## src/blink_pkg.sv

```systemverilog
`default_nettype none

package blink_pkg;

  // I/O port map, low address byte
  localparam logic [7:0] com_port  = 8'hB0;  // COM control, write
  localparam logic [7:0] int_port  = 8'hB1;  // INT mask, write
  localparam logic [7:0] sta_port  = 8'hB1;  // STA status, read
  localparam logic [7:0] kbd_port  = 8'hB2;  // Keyboard row read
  localparam logic [7:0] tack_port = 8'hB4;  // Timer acknowledge, write
  localparam logic [7:0] tsta_port = 8'hB5;  // Timer status, read
  localparam logic [7:0] tmk_port  = 8'hB5;  // Timer mask, write
  localparam logic [7:0] ack_port  = 8'hB6;  // Main int acknowledge

  // Segment registers on write, time counters on read
  localparam logic [7:0] sr0_port  = 8'hD0;
  localparam logic [7:0] sr1_port  = 8'hD1;
  localparam logic [7:0] sr2_port  = 8'hD2;
  localparam logic [7:0] sr3_port  = 8'hD3;
  localparam logic [7:0] tim0_port = 8'hD0;  // 5 ms ticks
  localparam logic [7:0] tim1_port = 8'hD1;  // Seconds
  localparam logic [7:0] tim2_port = 8'hD2;  // Minutes, low byte
  localparam logic [7:0] tim3_port = 8'hD3;  // Minutes, mid byte
  localparam logic [7:0] tim4_port = 8'hD4;  // Minutes, top bits

  localparam int seg_w  = 8;   // Bank number
  localparam int phys_w = 22;  // Physical bus
  localparam int tim0_w = 8;
  localparam int tim1_w = 6;
  localparam int timm_w = 21;
  localparam int tsta_w = 3;   // TICK, SEC, MIN

  localparam logic [tim0_w-1:0] tim0_max = 8'd199;  // 200 ticks per second
  localparam logic [tim1_w-1:0] tim1_max = 6'd59;

  // Reset values
  localparam logic [7:0] reg_rst = 8'h00;
  localparam logic       run_rst = 1'b1;  // Z80 clock running out of reset

  // One register write, valid while strobe is high
  typedef struct packed {
    logic       strobe;
    logic [7:0] port;
    logic [7:0] data;
    logic [7:0] addr_hi;  // Upper address byte, keyboard row select
  } io_wr_t;

  // RTC state visible to the CPU
  typedef struct packed {
    logic [tim0_w-1:0] tim0;
    logic [tim1_w-1:0] tim1;
    logic [timm_w-1:0] timm;
    logic [tsta_w-1:0] tsta;
  } rtc_time_t;

  // Z80 control levels, all active low
  typedef struct packed {
    logic mrq_n;
    logic crd_n;
    logic ior_n;
    logic cm1_n;
    logic hlt_n;
  } z80_ctl_t;

endpackage

`default_nettype wire

```

## src/blink_top.sv

```systemverilog
`default_nettype none

module blink_top #(
  parameter int tick_div = 49152
) (
  input  logic        mck,
  input  logic        rst,
  input  logic [15:0] ca,
  input  logic [21:0] va,
  input  logic [7:0]  cdi,
  input  logic [63:0] kbmat,
  input  logic        flp,
  input  logic        mrq_n,
  input  logic        crd_n,
  input  logic        ior_n,
  input  logic        cm1_n,
  input  logic        hlt_n,
  output logic [21:0] ma,
  output logic [7:0]  z80_cdo,
  output logic [1:0]  clkcnt,
  output logic        pm1,
  output logic        ipce_n,
  output logic        irce_n,
  output logic        wrb_n,
  output logic        roe_n,
  output logic        intb_n,
  output logic        nmib_n
);
  import blink_pkg::*;

  z80_ctl_t  ctl;
  io_wr_t    io_wr;
  rtc_time_t rtc_time;
  logic [7:0] sta;
  logic [7:0] kbd;
  logic       zac;
  logic       restim;
  logic       rd_strobe;
  logic       rtc_int;
  logic       kbd_status;
  logic       int_active;
  logic       snooze_req;

  assign ctl = '{mrq_n: mrq_n, crd_n: crd_n, ior_n: ior_n, cm1_n: cm1_n, hlt_n: hlt_n};

  z80_clock_gen u_clk (
    .mck(mck), .rst(rst), .int_active(int_active), .hlt_n(ctl.hlt_n),
    .snooze_req(snooze_req), .zac(zac), .clkcnt(clkcnt), .pm1(pm1)
  );

  mem_map u_map (
    .mck(mck), .rst(rst), .ca(ca), .va(va), .io_wr(io_wr), .ctl(ctl), .zac(zac),
    .restim(restim), .ma(ma), .ipce_n(ipce_n), .irce_n(irce_n),
    .wrb_n(wrb_n), .roe_n(roe_n)
  );

  io_bus u_io (
    .mck(mck), .rst(rst), .ca(ca), .cdi(cdi), .ctl(ctl), .zac(zac),
    .rtc_time(rtc_time), .sta(sta), .kbd(kbd), .io_wr(io_wr),
    .rd_strobe(rd_strobe), .z80_cdo(z80_cdo)
  );

  rtc_timer #(.tick_div(tick_div)) u_rtc (
    .mck(mck), .rst(rst), .flp(flp), .restim(restim), .io_wr(io_wr),
    .rtc_time(rtc_time), .rtc_int(rtc_int)
  );

  // Row select rides on the upper address byte
  keyboard_scan u_kbd (
    .mck(mck), .rst(rst), .ca_high(io_wr.addr_hi), .kbmat(kbmat), .io_wr(io_wr),
    .kbd(kbd), .kbd_status(kbd_status)
  );

  int_ctrl u_int (
    .mck(mck), .rst(rst), .flp(flp), .ctl(ctl), .io_wr(io_wr),
    .rd_strobe(rd_strobe), .port(io_wr.port), .rtc_int(rtc_int),
    .kbd_status(kbd_status), .sta(sta), .int_active(int_active),
    .snooze_req(snooze_req), .intb_n(intb_n), .nmib_n(nmib_n)
  );

endmodule

`default_nettype wire

```

## src/int_ctrl.sv

```systemverilog
`default_nettype none

module int_ctrl (
  input  logic                 mck,
  input  logic                 rst,
  input  logic                 flp,
  input  blink_pkg::z80_ctl_t  ctl,
  input  blink_pkg::io_wr_t    io_wr,
  input  logic                 rd_strobe,
  input  logic [7:0]           port,
  input  logic                 rtc_int,
  input  logic                 kbd_status,
  output logic [7:0]           sta,
  output logic                 int_active,
  output logic                 snooze_req,
  output logic                 intb_n,
  output logic                 nmib_n
);
  import blink_pkg::*;

  // INT register bit positions
  localparam int gint_b = 0;
  localparam int time_b = 1;
  localparam int key_b  = 2;
  localparam int flap_b = 5;

  logic [6:0] int_r;    // INT bits 6..0
  logic       kwait;    // INT bit 7
  logic       flap_f;   // Flap status
  logic       kbd_rd;   // KBD port read
  logic       int_req;
  logic       int_set;  // Registered request
  logic       intb;     // INT latch

  assign kbd_rd = rd_strobe && (port == kbd_port);

  always_ff @(posedge mck) begin
    if (rst) begin
      int_r  <= '0;
      kwait  <= 1'b0;
      flap_f <= 1'b0;
    end else begin
      if (io_wr.strobe && io_wr.port == int_port) begin
        int_r <= io_wr.data[6:0];
        if (io_wr.data[7]) begin
          kwait <= 1'b1;
        end
      end else if (kbd_rd) begin
        kwait <= 1'b0;  // One snooze per KWAIT write
      end
      if (flp) begin
        flap_f <= 1'b1;
      end else if (io_wr.strobe && io_wr.port == ack_port && io_wr.data[5]) begin
        flap_f <= 1'b0;
      end
    end
  end

  assign sta = {flp, 1'b0, flap_f, 2'b00, kbd_status, 1'b0, rtc_int};

  assign int_req = int_r[gint_b] && ((int_r[time_b] && rtc_int) ||
                                     (int_r[key_b]  && kbd_status) ||
                                     (int_r[flap_b] && flap_f));

  always_ff @(posedge mck) begin
    if (rst) begin
      int_set <= 1'b0;
      intb    <= 1'b0;
    end else begin
      int_set <= int_req;
      if (int_set) begin
        intb <= 1'b1;
      end else if (!ctl.ior_n && !ctl.cm1_n) begin
        intb <= 1'b0;  // Z80 interrupt acknowledge cycle
      end
    end
  end

  assign int_active = intb;
  assign intb_n     = ~intb;
  assign nmib_n     = ~flp;             // NMI while flap open
  assign snooze_req = kbd_rd && kwait;  // Stops pm1 until next INT

endmodule

`default_nettype wire

```

## src/io_bus.sv

```systemverilog
`default_nettype none

module io_bus (
  input  logic                  mck,
  input  logic                  rst,
  input  logic [15:0]           ca,
  input  logic [7:0]            cdi,
  input  blink_pkg::z80_ctl_t   ctl,
  input  logic                  zac,
  input  blink_pkg::rtc_time_t  rtc_time,
  input  logic [7:0]            sta,
  input  logic [7:0]            kbd,
  output blink_pkg::io_wr_t     io_wr,
  output logic                  rd_strobe,
  output logic [7:0]            z80_cdo
);
  import blink_pkg::*;

  logic [7:0] rd_q;   // Port read-back register
  logic [7:0] cdi_q;  // CPU data latch

  // IORQ with WR, one cycle wide in zac
  assign io_wr = '{strobe:  zac && !ctl.ior_n && ctl.crd_n,
                   port:    ca[7:0],
                   data:    cdi,
                   addr_hi: ca[15:8]};

  assign rd_strobe = zac && !ctl.ior_n && !ctl.crd_n;

  always_ff @(posedge mck) begin
    if (rst) begin
      rd_q  <= reg_rst;
      cdi_q <= reg_rst;
    end else begin
      if (zac) begin
        cdi_q <= cdi;
      end
      if (rd_strobe) begin
        case (ca[7:0])
          sta_port:  rd_q <= sta;
          kbd_port:  rd_q <= kbd;
          tsta_port: rd_q <= {{(8-tsta_w){1'b0}}, rtc_time.tsta};
          tim0_port: rd_q <= rtc_time.tim0;
          tim1_port: rd_q <= {{(8-tim1_w){1'b0}}, rtc_time.tim1};
          tim2_port: rd_q <= rtc_time.timm[7:0];
          tim3_port: rd_q <= rtc_time.timm[15:8];
          tim4_port: rd_q <= {{(24-timm_w){1'b0}}, rtc_time.timm[timm_w-1:16]};
          default: ;  // Unmapped port keeps last value
        endcase
      end
    end
  end

  // Port data during IORQ, latched bus otherwise
  assign z80_cdo = !ctl.ior_n ? rd_q : cdi_q;

endmodule

`default_nettype wire

```

## src/keyboard_scan.sv

```systemverilog
`default_nettype none

module keyboard_scan (
  input  logic               mck,
  input  logic               rst,
  input  logic [7:0]         ca_high,     // Row select, low selects
  input  logic [63:0]        kbmat,       // High for a pressed key
  input  blink_pkg::io_wr_t  io_wr,
  output logic [7:0]         kbd,
  output logic               kbd_status
);
  import blink_pkg::*;

  logic kbd_ack;

  // Pressed key pulls its bit low in every selected row
  always_comb begin
    kbd = 8'hFF;
    for (int i = 0; i < 8; i++) begin
      if (!ca_high[i]) begin
        kbd = kbd & ~kbmat[8*i +: 8];
      end
    end
  end

  assign kbd_ack = io_wr.strobe && (io_wr.port == ack_port) && io_wr.data[2];

  always_ff @(posedge mck) begin
    if (rst) begin
      kbd_status <= 1'b0;
    end else if (kbd != 8'hFF) begin
      kbd_status <= 1'b1;  // Held key keeps it set through ACK
    end else if (kbd_ack) begin
      kbd_status <= 1'b0;
    end
  end

endmodule

`default_nettype wire

```

## src/mem_map.sv

```systemverilog
`default_nettype none

module mem_map (
  input  logic                   mck,
  input  logic                   rst,
  input  logic [15:0]            ca,
  input  logic [21:0]            va,      // Video address outside zac
  input  blink_pkg::io_wr_t      io_wr,
  input  blink_pkg::z80_ctl_t    ctl,
  input  logic                   zac,
  output logic                   restim,  // COM bit 4
  output logic [21:0]            ma,
  output logic                   ipce_n,
  output logic                   irce_n,
  output logic                   wrb_n,
  output logic                   roe_n
);
  import blink_pkg::*;

  logic [seg_w-1:0]  sr [4];  // Segment registers
  logic [7:0]        com;
  logic [phys_w-1:0] za;      // Translated Z80 address
  logic              bank0;   // ma in banks 00-1F
  logic              bank1;   // ma in banks 20-3F

  always_ff @(posedge mck) begin
    if (rst) begin
      for (int i = 0; i < 4; i++) begin
        sr[i] <= reg_rst;
      end
      com <= reg_rst;
    end else if (io_wr.strobe) begin
      case (io_wr.port)
        sr0_port: sr[0] <= io_wr.data;
        sr1_port: sr[1] <= io_wr.data;
        sr2_port: sr[2] <= io_wr.data;
        sr3_port: sr[3] <= io_wr.data;
        com_port: com   <= io_wr.data;
        default: ;
      endcase
    end
  end

  assign restim = com[4];

  always_comb begin
    case (ca[15:14])
      2'b11: za = {sr[3], ca[13:0]};  // C000-FFFF
      2'b10: za = {sr[2], ca[13:0]};  // 8000-BFFF
      2'b01: za = {sr[1], ca[13:0]};  // 4000-7FFF
      default: begin
        if (ca[13]) begin
          za = {sr[0], 1'b1, ca[12:0]};  // 2000-3FFF, upper half of bank
        end else begin
          // 0000-1FFF, ROM bank 00 or RAM bank 20 with RAMS
          za = {2'b00, com[2], 6'b000000, ca[12:0]};
        end
      end
    endcase
  end

  // Z80 owns the bus in zac only
  assign ma = zac ? za : va;

  assign bank0 = (ma[21:19] == 3'b000);
  assign bank1 = (ma[21:19] == 3'b001);

  // Video fetches enable unconditionally, CPU needs MREQ
  assign ipce_n = !(bank0 && (!zac || !ctl.mrq_n));
  assign irce_n = !(bank1 && (!zac || !ctl.mrq_n));

  assign wrb_n = !(zac && !ctl.mrq_n && ctl.crd_n);
  assign roe_n = zac ? !(!ctl.mrq_n && !ctl.crd_n) : 1'b0;  // Video reads outside zac

  a_we_oe_excl : assert property (@(posedge mck) disable iff (rst)
    !(!wrb_n && !roe_n))
    else $error("wrb_n and roe_n both low");

endmodule

`default_nettype wire

```

## src/rtc_timer.sv

```systemverilog
`default_nettype none

module rtc_timer #(
  parameter int tick_div = 49152  // mck cycles per 5 ms
) (
  input  logic                  mck,
  input  logic                  rst,
  input  logic                  flp,
  input  logic                  restim,
  input  blink_pkg::io_wr_t     io_wr,
  output blink_pkg::rtc_time_t  rtc_time,
  output logic                  rtc_int
);
  import blink_pkg::*;

  localparam int tck_w = (tick_div > 1) ? $clog2(tick_div) : 1;

  logic [tck_w-1:0]  tck;       // Prescaler
  logic [tim0_w-1:0] tim0;
  logic [tim1_w-1:0] tim1;
  logic [timm_w-1:0] timm;
  logic [tsta_w-1:0] tsta;      // MIN, SEC, TICK
  logic [tsta_w-1:0] tmk;
  logic [tsta_w-1:0] tack_clr;
  logic              tick;
  logic              sec_wrap;
  logic              min_wrap;

  assign tick     = (tck == tck_w'(tick_div - 1));
  assign sec_wrap = tick && (tim0 == tim0_max);
  assign min_wrap = sec_wrap && (tim1 == tim1_max);

  // Counters survive a warm reset, hard reset needs the flap open
  always_ff @(posedge mck) begin
    if ((rst && flp) || restim) begin
      tck  <= '0;
      tim0 <= '0;
      tim1 <= '0;
      timm <= '0;
    end else begin
      tck <= tick ? '0 : tck + 1'b1;
      if (tick) begin
        tim0 <= sec_wrap ? '0 : tim0 + 1'b1;
      end
      if (sec_wrap) begin
        tim1 <= min_wrap ? '0 : tim1 + 1'b1;
      end
      if (min_wrap) begin
        timm <= timm + 1'b1;  // Free running minutes
      end
    end
  end

  // TACK clears only the bits written as one
  assign tack_clr = (io_wr.strobe && io_wr.port == tack_port) ?
                    io_wr.data[tsta_w-1:0] : '0;

  always_ff @(posedge mck) begin
    if (rst) begin
      tsta <= '0;
      tmk  <= '0;
    end else begin
      tsta <= (tsta & ~tack_clr) | {min_wrap, sec_wrap, tick};  // New event wins
      if (io_wr.strobe && io_wr.port == tmk_port) begin
        tmk <= io_wr.data[tsta_w-1:0];
      end
    end
  end

  assign rtc_int  = |(tsta & tmk);
  assign rtc_time = '{tim0: tim0, tim1: tim1, timm: timm, tsta: tsta};

  a_tim0_range : assert property (@(posedge mck) disable iff (rst)
    tim0 <= tim0_max)
    else $error("tim0 above wrap point");

  a_tim1_range : assert property (@(posedge mck) disable iff (rst)
    tim1 <= tim1_max)
    else $error("tim1 above wrap point");

endmodule

`default_nettype wire

```

## src/z80_clock_gen.sv

```systemverilog
`default_nettype none

module z80_clock_gen (
  input  logic       mck,
  input  logic       rst,
  input  logic       int_active,  // INT latch set
  input  logic       hlt_n,
  input  logic       snooze_req,  // KWAIT keyboard read
  output logic       zac,
  output logic [1:0] clkcnt,
  output logic       pm1
);
  import blink_pkg::*;

  logic run;    // Clock enable, cleared by HALT or snooze
  logic pulse;  // Cycle after the access cycle

  assign zac = (clkcnt == 2'd2);  // Access cycle

  always_ff @(posedge mck) begin
    if (rst) begin
      clkcnt <= 2'd0;
      pulse  <= 1'b0;
      run    <= run_rst;
    end else begin
      clkcnt <= zac ? 2'd0 : clkcnt + 2'd1;  // Divide by three
      pulse  <= zac;
      // Wake beats sleep in the same cycle
      if (int_active) begin
        run <= 1'b1;
      end else if (!hlt_n || snooze_req) begin
        run <= 1'b0;
      end
    end
  end

  // Gated Z80 clock
  assign pm1 = pulse & run;

  a_clkcnt_range : assert property (@(posedge mck) disable iff (rst)
    clkcnt != 2'd3)
    else $error("clock divider count reached 3");

endmodule

`default_nettype wire
```

## config.mk

```make
export PLATFORM = sky130hd
export DESIGN_NAME = blink_top
export DESIGN_NICKNAME = d
export VERILOG_FILES = /design/src/blink_pkg.sv /design/src/blink_top.sv /design/src/int_ctrl.sv /design/src/io_bus.sv /design/src/keyboard_scan.sv /design/src/mem_map.sv /design/src/rtc_timer.sv /design/src/z80_clock_gen.sv
export SDC_FILE = /design/constraint.sdc
export NUM_CORES = 1
export LEC_CHECK = 0
export ABC_AREA = 1
export BUFFER_PORTS_ARGS = -buffer_cell sky130_fd_sc_hd__clkbuf_2
export CAP_MARGIN = 15
export CORE_UTILIZATION = 25
export CTS_BUF_LIST = sky130_fd_sc_hd__clkbuf_4 sky130_fd_sc_hd__clkbuf_8
export DETAILED_ROUTE_END_ITERATION = 7
export SYNTH_ARGS = -nofsm -noshare
export SYNTH_HDL_FRONTEND = slang
export SYNTH_SLANG_ARGS = --single-unit
```

## constraint.sdc

```tcl
create_clock -name mck -period 2.4 [get_ports mck]
set_input_delay 0.12 -clock mck [delete_from_list [all_inputs] [get_ports mck]]
set_output_delay 0.12 -clock mck [all_outputs]
set_load 0.1 [all_outputs]
```

Word level (Yosys, flattened, before mapping)
Memories as Yosys holds them, arrays and structs flattened.
Index checks and enable logic that the tools add are counted.
{"block": "word_totals", "register_bits": 93, "mem_bits_rw": 32, "in_bits": 118, "output_inout_bits": 39, "elab_cells": 171, "memories": 1}
{"block": "op_classes", "addsub": 5, "eq_ne": 21, "muxes": 48, "n_bitwise": 26, "reduce_logical": 52}
{"memory": "u_map.sr", "words": 4, "width": 8, "read_ports": 4, "rd_ports_with_merged_regs": 0, "write_ports": 4, "line_no": "mem_map.sv:20", "text": "logic [seg_w-1:0] sr [4];"}
{"operator": "$mux W8", "n": 14}
{"operator": "$eq A8 B8 Y1 const B", "n": 12}
{"operator": "$pmux W22 S3", "n": 1}
{"operator": "$not A8 Y8", "n": 8}
{"operator": "$pmux W8 S8", "n": 1}
{"operator": "$and A8 B8 Y8", "n": 7}
{"operator": "$mux W22", "n": 2}
{"operator": "$mux W1", "n": 28}
{"operator": "$logic_and A1 B1 Y1", "n": 24}
{"operator": "$add A21 B1 Y21 const B", "n": 1}
{"operator": "$add A16 B1 Y16 const B", "n": 1}
{"operator": "$eq A16 B16 Y1 const B", "n": 1}
{"operator": "$logic_not A1 Y1", "n": 10}
{"operator": "$add A8 B1 Y8 const B", "n": 1}
{"operator": "$ne A8 B8 Y1 const B", "n": 1}
{"operator": "$reduce_bool A2 Y1", "n": 4}
{"operator": "$reduce_bool A8 Y1", "n": 1}
{"operator": "$add A6 B1 Y6 const B", "n": 1}
{"operator": "$and A3 B3 Y3", "n": 2}
{"operator": "$eq A2 B2 Y1 const B", "n": 3}
{"operator": "$eq A6 B6 Y1 const B", "n": 1}
{"operator": "$mux W6", "n": 1}
{"operator": "$reduce_and A2 Y1", "n": 3}
{"operator": "$reduce_or A2 Y1", "n": 3}
{"operator": "13 further kinds", "n": 21}

Longest topological paths before layout
{"block": "depth", "word_depth": 18, "ltp_mapped": 13, "depth_no_buf": 12}

Modules after synthesis
A second synthesis with hierarchy kept.
{"block": "hier_totals", "cells_unflattened": 1203, "area_unflattened_um2": 8021.4}
{"mod": "rtc_timer", "instances": 1, "cells_per_inst": 441, "area_each_um2": 3140.5, "seq_area_each_um2": 1141.1}
{"mod": "mem_map", "instances": 1, "cells_per_inst": 243, "area_each_um2": 2033.2, "seq_area_each_um2": 1001.0}
{"mod": "io_bus", "instances": 1, "cells_per_inst": 268, "area_each_um2": 1585.3, "seq_area_each_um2": 320.3}
{"mod": "keyboard_scan", "instances": 1, "cells_per_inst": 154, "area_each_um2": 610.6, "seq_area_each_um2": 20.0}
{"mod": "int_ctrl", "instances": 1, "cells_per_inst": 81, "area_each_um2": 509.2, "seq_area_each_um2": 160.2}
{"mod": "z80_clock_gen", "instances": 1, "cells_per_inst": 16, "area_each_um2": 142.6, "seq_area_each_um2": 80.1}

Worst setup path after synthesis
No wires, ideal clock.
{"block": "synth_timing", "path_kind": "register to output", "startpoint": "register u_clk.clkcnt[1]", "endpoint": "output port ma[12]", "arrival_time_ns": 3.918, "t_required_ns": 2.280, "slack_ns": -1.638, "path_stages_with_launch": 6, "path_buffers": 2, "path_cell_list": "dfxtp_1 > ha_1 > inv_1 > clkbuf_1 > clkbuf_1 > o21ai_0"}
{"block": "synth_between", "elab_chain_cells": 2}
{"item": "from (decl)", "line_no": "z80_clock_gen.sv:10", "text": "output logic [1:0] clkcnt,"}
{"item": "from (signal assigned)", "line_no": "z80_clock_gen.sv:26", "text": "clkcnt <= zac ? 2'd0 : clkcnt + 2'd1;"}
{"item": "$eq A2 B2 Y1", "line_no": "z80_clock_gen.sv:18", "text": "assign zac = (clkcnt == 2'd2);"}
{"item": "via u_clk.zac", "line_no": "z80_clock_gen.sv:9", "text": "output logic zac,"}
{"item": "$mux W22", "line_no": "mem_map.sv:63", "text": "assign ma = zac ? za : va;"}
{"item": "to (decl)", "line_no": "blink_top.sv:18", "text": "output logic [21:0] ma,"}
The timed path passes the listed nets, and every way through them passes these cells.

Final worst setup path
{"block": "layout_timing", "startpoint": "register u_clk.clkcnt[0]", "endpoint": "output port ipce_n"}
{"block": "layout_between", "elab_chain_cells": 5, "word_cells_on_any_way": 7, "classes_between": "eq/ne (1); mux (1); reduce/logical (5)"}
{"item": "$eq A2 B2 Y1 (*)", "line_no": "z80_clock_gen.sv:18"}
{"item": "via u_clk.zac", "line_no": "z80_clock_gen.sv:9"}
{"item": "$mux W22 or $logic_not A1 Y1 (tied branches)", "line_no": "mem_map.sv:63, mem_map.sv:69"}
{"item": "$logic_not A3 Y1 or $logic_or A1 B1 Y1 (tied branches)", "line_no": "mem_map.sv:65, mem_map.sv:69"}
{"item": "$logic_and A1 B1 Y1 (*)", "line_no": "mem_map.sv:69", "text": "assign ipce_n = !(bank0 && (!zac || !ctl.mrq_n));"}
{"item": "$logic_not A1 Y1 (*)", "line_no": "mem_map.sv:69"}
{"item": "to (decl)", "line_no": "blink_top.sv:22", "text": "output logic ipce_n,"}
The timed path passes the listed nets; every way through them passes the cells marked *.

==> qor.yml <==
outcome:
  status: "finished clean"
critical_path:
  critPathBufInv: 3
  rrSetupSlack_ps: 300
  path_cells: "inv_1 -> ha_4 -> inv_4 -> o211ai_1 -> nor2_1 -> nand3_4 -> buf_12"
  cp_data_arrival_time_ps: 2140
  path_depth: 7
  crit_fanout: 20
  r2r-end: "u_int.int_r[0]"
  worstSetupPathType: "flop to primary output"
  endpoint: "ipce_n"
  cpLargestDelayFamily: "buffers and inverters"
  cp-startpoint: "u_clk.clkcnt[0]"
  r2r_cells: 9
  critPathSlowestCell: "o211ai_1"
  end_kind: "primary output"
  crit_required_ps: 2280
  r2r_start: "u_clk.clkcnt[0]"
  crit_path_max_incr_delay_ps: 390
  startpoint_type: "flop"
yosys:
  post_synth_and_or_nand_nor_area_fraction_pct: 34.94
  async_reset_ff_share_pct: 0
  yosysWarningCount: 0
  synth_area_um2: 6829
  synth_area_leaders: "dfxtp_1, nand2_1, edfxtp_1, nor2_1, inv_1"
  syn-num-nets: 1129
  synth_edf_count: 32
  netlist_instances: 1006
  synthAdderAreaFrac_pct: 0.9161
  synth.most_common_cell: "nand2_1"
  yosys.area.top_type_share_pct: 25.80
  synth_top_area_cell: "dfxtp_1"
  ys_ff_latch: 120
  yosysSeqAreaShare_pct: 39.87
  synth_xor_area_share_pct: 4.232
  yosysUniqueCellTypes: 39
  synthTopCellsByCount: "nand2_1, nor2_1, inv_1"
  syn_avg_cell_area_um2: 6.788
  synth_top_family_by_area: "simple AND/OR/NAND/NOR gates"
  muxShareOfSynthArea_pct: 0
  ys.flop_type: "dfxtp_1"
  synth_compound_area_share_pct: 12.73
timing:
  fin_crit_ps: 2255
  slew_viol_final: 0
  hold_viol_final: 0
  relSlewSlack_pct: 63.38
  period_share_pct: 93.98
  max_freq_mhz: 443.4
  skew_ps: 9.453
  rsz0062_at_grt: "false"
  holdWs_ps: 39.45
  setup_viol: 0
  worst_slew_pin_slew_ps: 547.2
finish:
  area_growth_pct: 28.20
  nNetsFinal: 1306
  stdcell_count: 1538
  drive_above_1_share_pct: 21.99
  finish.utilization_pct: 32.57
  fill_cells: 2892
place:
  place_congestion: 0.9201
  dp_hpwl_um: 16950
  dp.cells: 1500
  portBuffers: 156
clock_network:
  clock_latency_ps: 450
  cts_buffers: 17
  cts_tree: "done"
  clk_pin_slew_ps: 80
  cts_max_path_buffers: 2
  cts_root_buf: "clkbuf_8"
  postCtsSetupBuffers: 0
  h-tree-depth: 4
  clock-sinks: 120
global_route:
  grt_overflow: 0
  grt_pass1_vias: 6687
  antenna_found_initial: 1
  track_usage_pct: 15.50
  grt_pass1_wl_um: 34090
  grt_start_max_net_pins: 29
floorplanning:
  coreArea_um2: 26880
  dieArea_um2: 27980
  die_h_um: 167.3
  ios: 157
  initial_core_util_pct: 25.41
  die_x_um: 167.3
  rows: 60
detailed_routing:
  ant_nets: 0
  vias_per_cell: 4.599
  dr.pass1.iters: 7
  wl_um: 21560
  vias: 7073
  drc: 0
  dr.first_iter.drc_count: 527
  routedWlPerCell_um: 14.02
pwr:
  ir_worst_vdd_v: 0.0002559
  cellLeakagePower_nw: 3.731
  power_mw: 5.440
  power_density_nw_per_um2: 621.3
flow_run:
  maxCapViolCount: 0
hold_path:
  hp-class: "input pin to flop"
## where the power goes
part	internal, mW	switching, mW	total [mW]
registers	2.14	0.0364	2.18
logic	0.378	1.11	1.49
clock network	0.776	0.999	1.78
## registers in the layout, summed over array words and instances, names as in the netlist, 4 cells and up
| register | count |
|---|---|
| u_map.sr | 32 |
| u_rtc.timm | 21 |
| u_rtc.tck | 16 |
| u_io.cdi_q | 8 |
| u_io.rd_q | 8 |
| u_rtc.tim0 | 8 |
| u_rtc.tim1 | 6 |
| u_int.int_r | 4 |
## per-layer routing
layer	track usage [%]	up-vias	share of wire [%]
met5	0	-	0
met4	6.462	0	2.9
met3	3.876	31	5.6
met2	27.11	215	49
met1	17.99	3209	43
li1	-	3618	-
## worst min path at each step
stage,from,endpoint,slack [ps],cells after the start
3_5_place_dp,hlt_n,u_clk.run,380,3
2_1_floorplan,rst,u_clk.pulse,200,1
6_report,flp,u_int.flap_f,40,3
4_1_cts,ior_n,u_int.int_active,10,3
3_3_place_gp,hlt_n,u_clk.run,370,3
5_1_grt,ior_n,u_int.int_active,20,3
## logic make-up (layout without fill, tap and decap cells)
family | Yosys count | count (layout)
other | 0 | 1
AO/OA/AOI/OAI | 155 | 155
adder cells (fa/ha/maj) | 5 | 5
buffers and inverters | 123 | 313
XOR/XNOR | 33 | 33
AND/OR/NAND/NOR | 570 | 570
flip-flops | 120 | 120
## stage by stage
stage                     setup WS, ps  setup TNS (ps)  area (µm²)
final                            144.6               0        8755
after global routing             38.88               0        8755
after CTS                        84.64               0        8748
after detailed placement         300.2               0        8308
after global placement           360.2               0        8308
after floorplan                 -651.6           -1657        6955
## final cells by class
type	instances	area [µm²]	area share [%]
Tap cell	341	426.7	4.874
Antenna cell	1	2.502	0.02858
Inverter	103	389.1	4.445
Sequential cell	120	2730	31.18
Multi-Input combinational cell	763	3726	42.56
Clock buffer	17	234.0	2.673
Timing Repair Buffer	178	1092	12.48
Clock inverter	15	153.9	1.758
## layout by cell type (no fill, tap or decap), drive strengths merged, types with 2 or more instances in the layout
cell type	count
nand2	333
clkbuf	151
nor2	146
inv	104
dfxtp	88
a21oi	67
o21ai	63
nand3	58
buf	39
edfxtp	32
xor2	25
nand4	15
nor3	14
clkinv	12
xnor2	8
o22ai	8
dlygate4sd3	5
ha	5
a31oi	4
o221ai	3
nor3b	2
a211oi	2
o211ai	2
o21a	2
a41oi	2
clkinvlp	2
## timing repair
action,4_1_cts,5_1_grt
setup endpoints to repair,7,4
gates resized for setup,1,1
hold buffers,5,0
hold endpoints to repair,5,0
## worst reg2reg max path, stage by stage (launching register included)
cell and delay (ps):
dfxtp_4 360, inv_1 80, ha_4 270, nand3_1 190, inv_1 220, nand2_1 140
nor2_1 360, inv_1 150, o21ai_0 180, a21oi_1 60
Note: power is estimated with default switching activity, not from simulation.
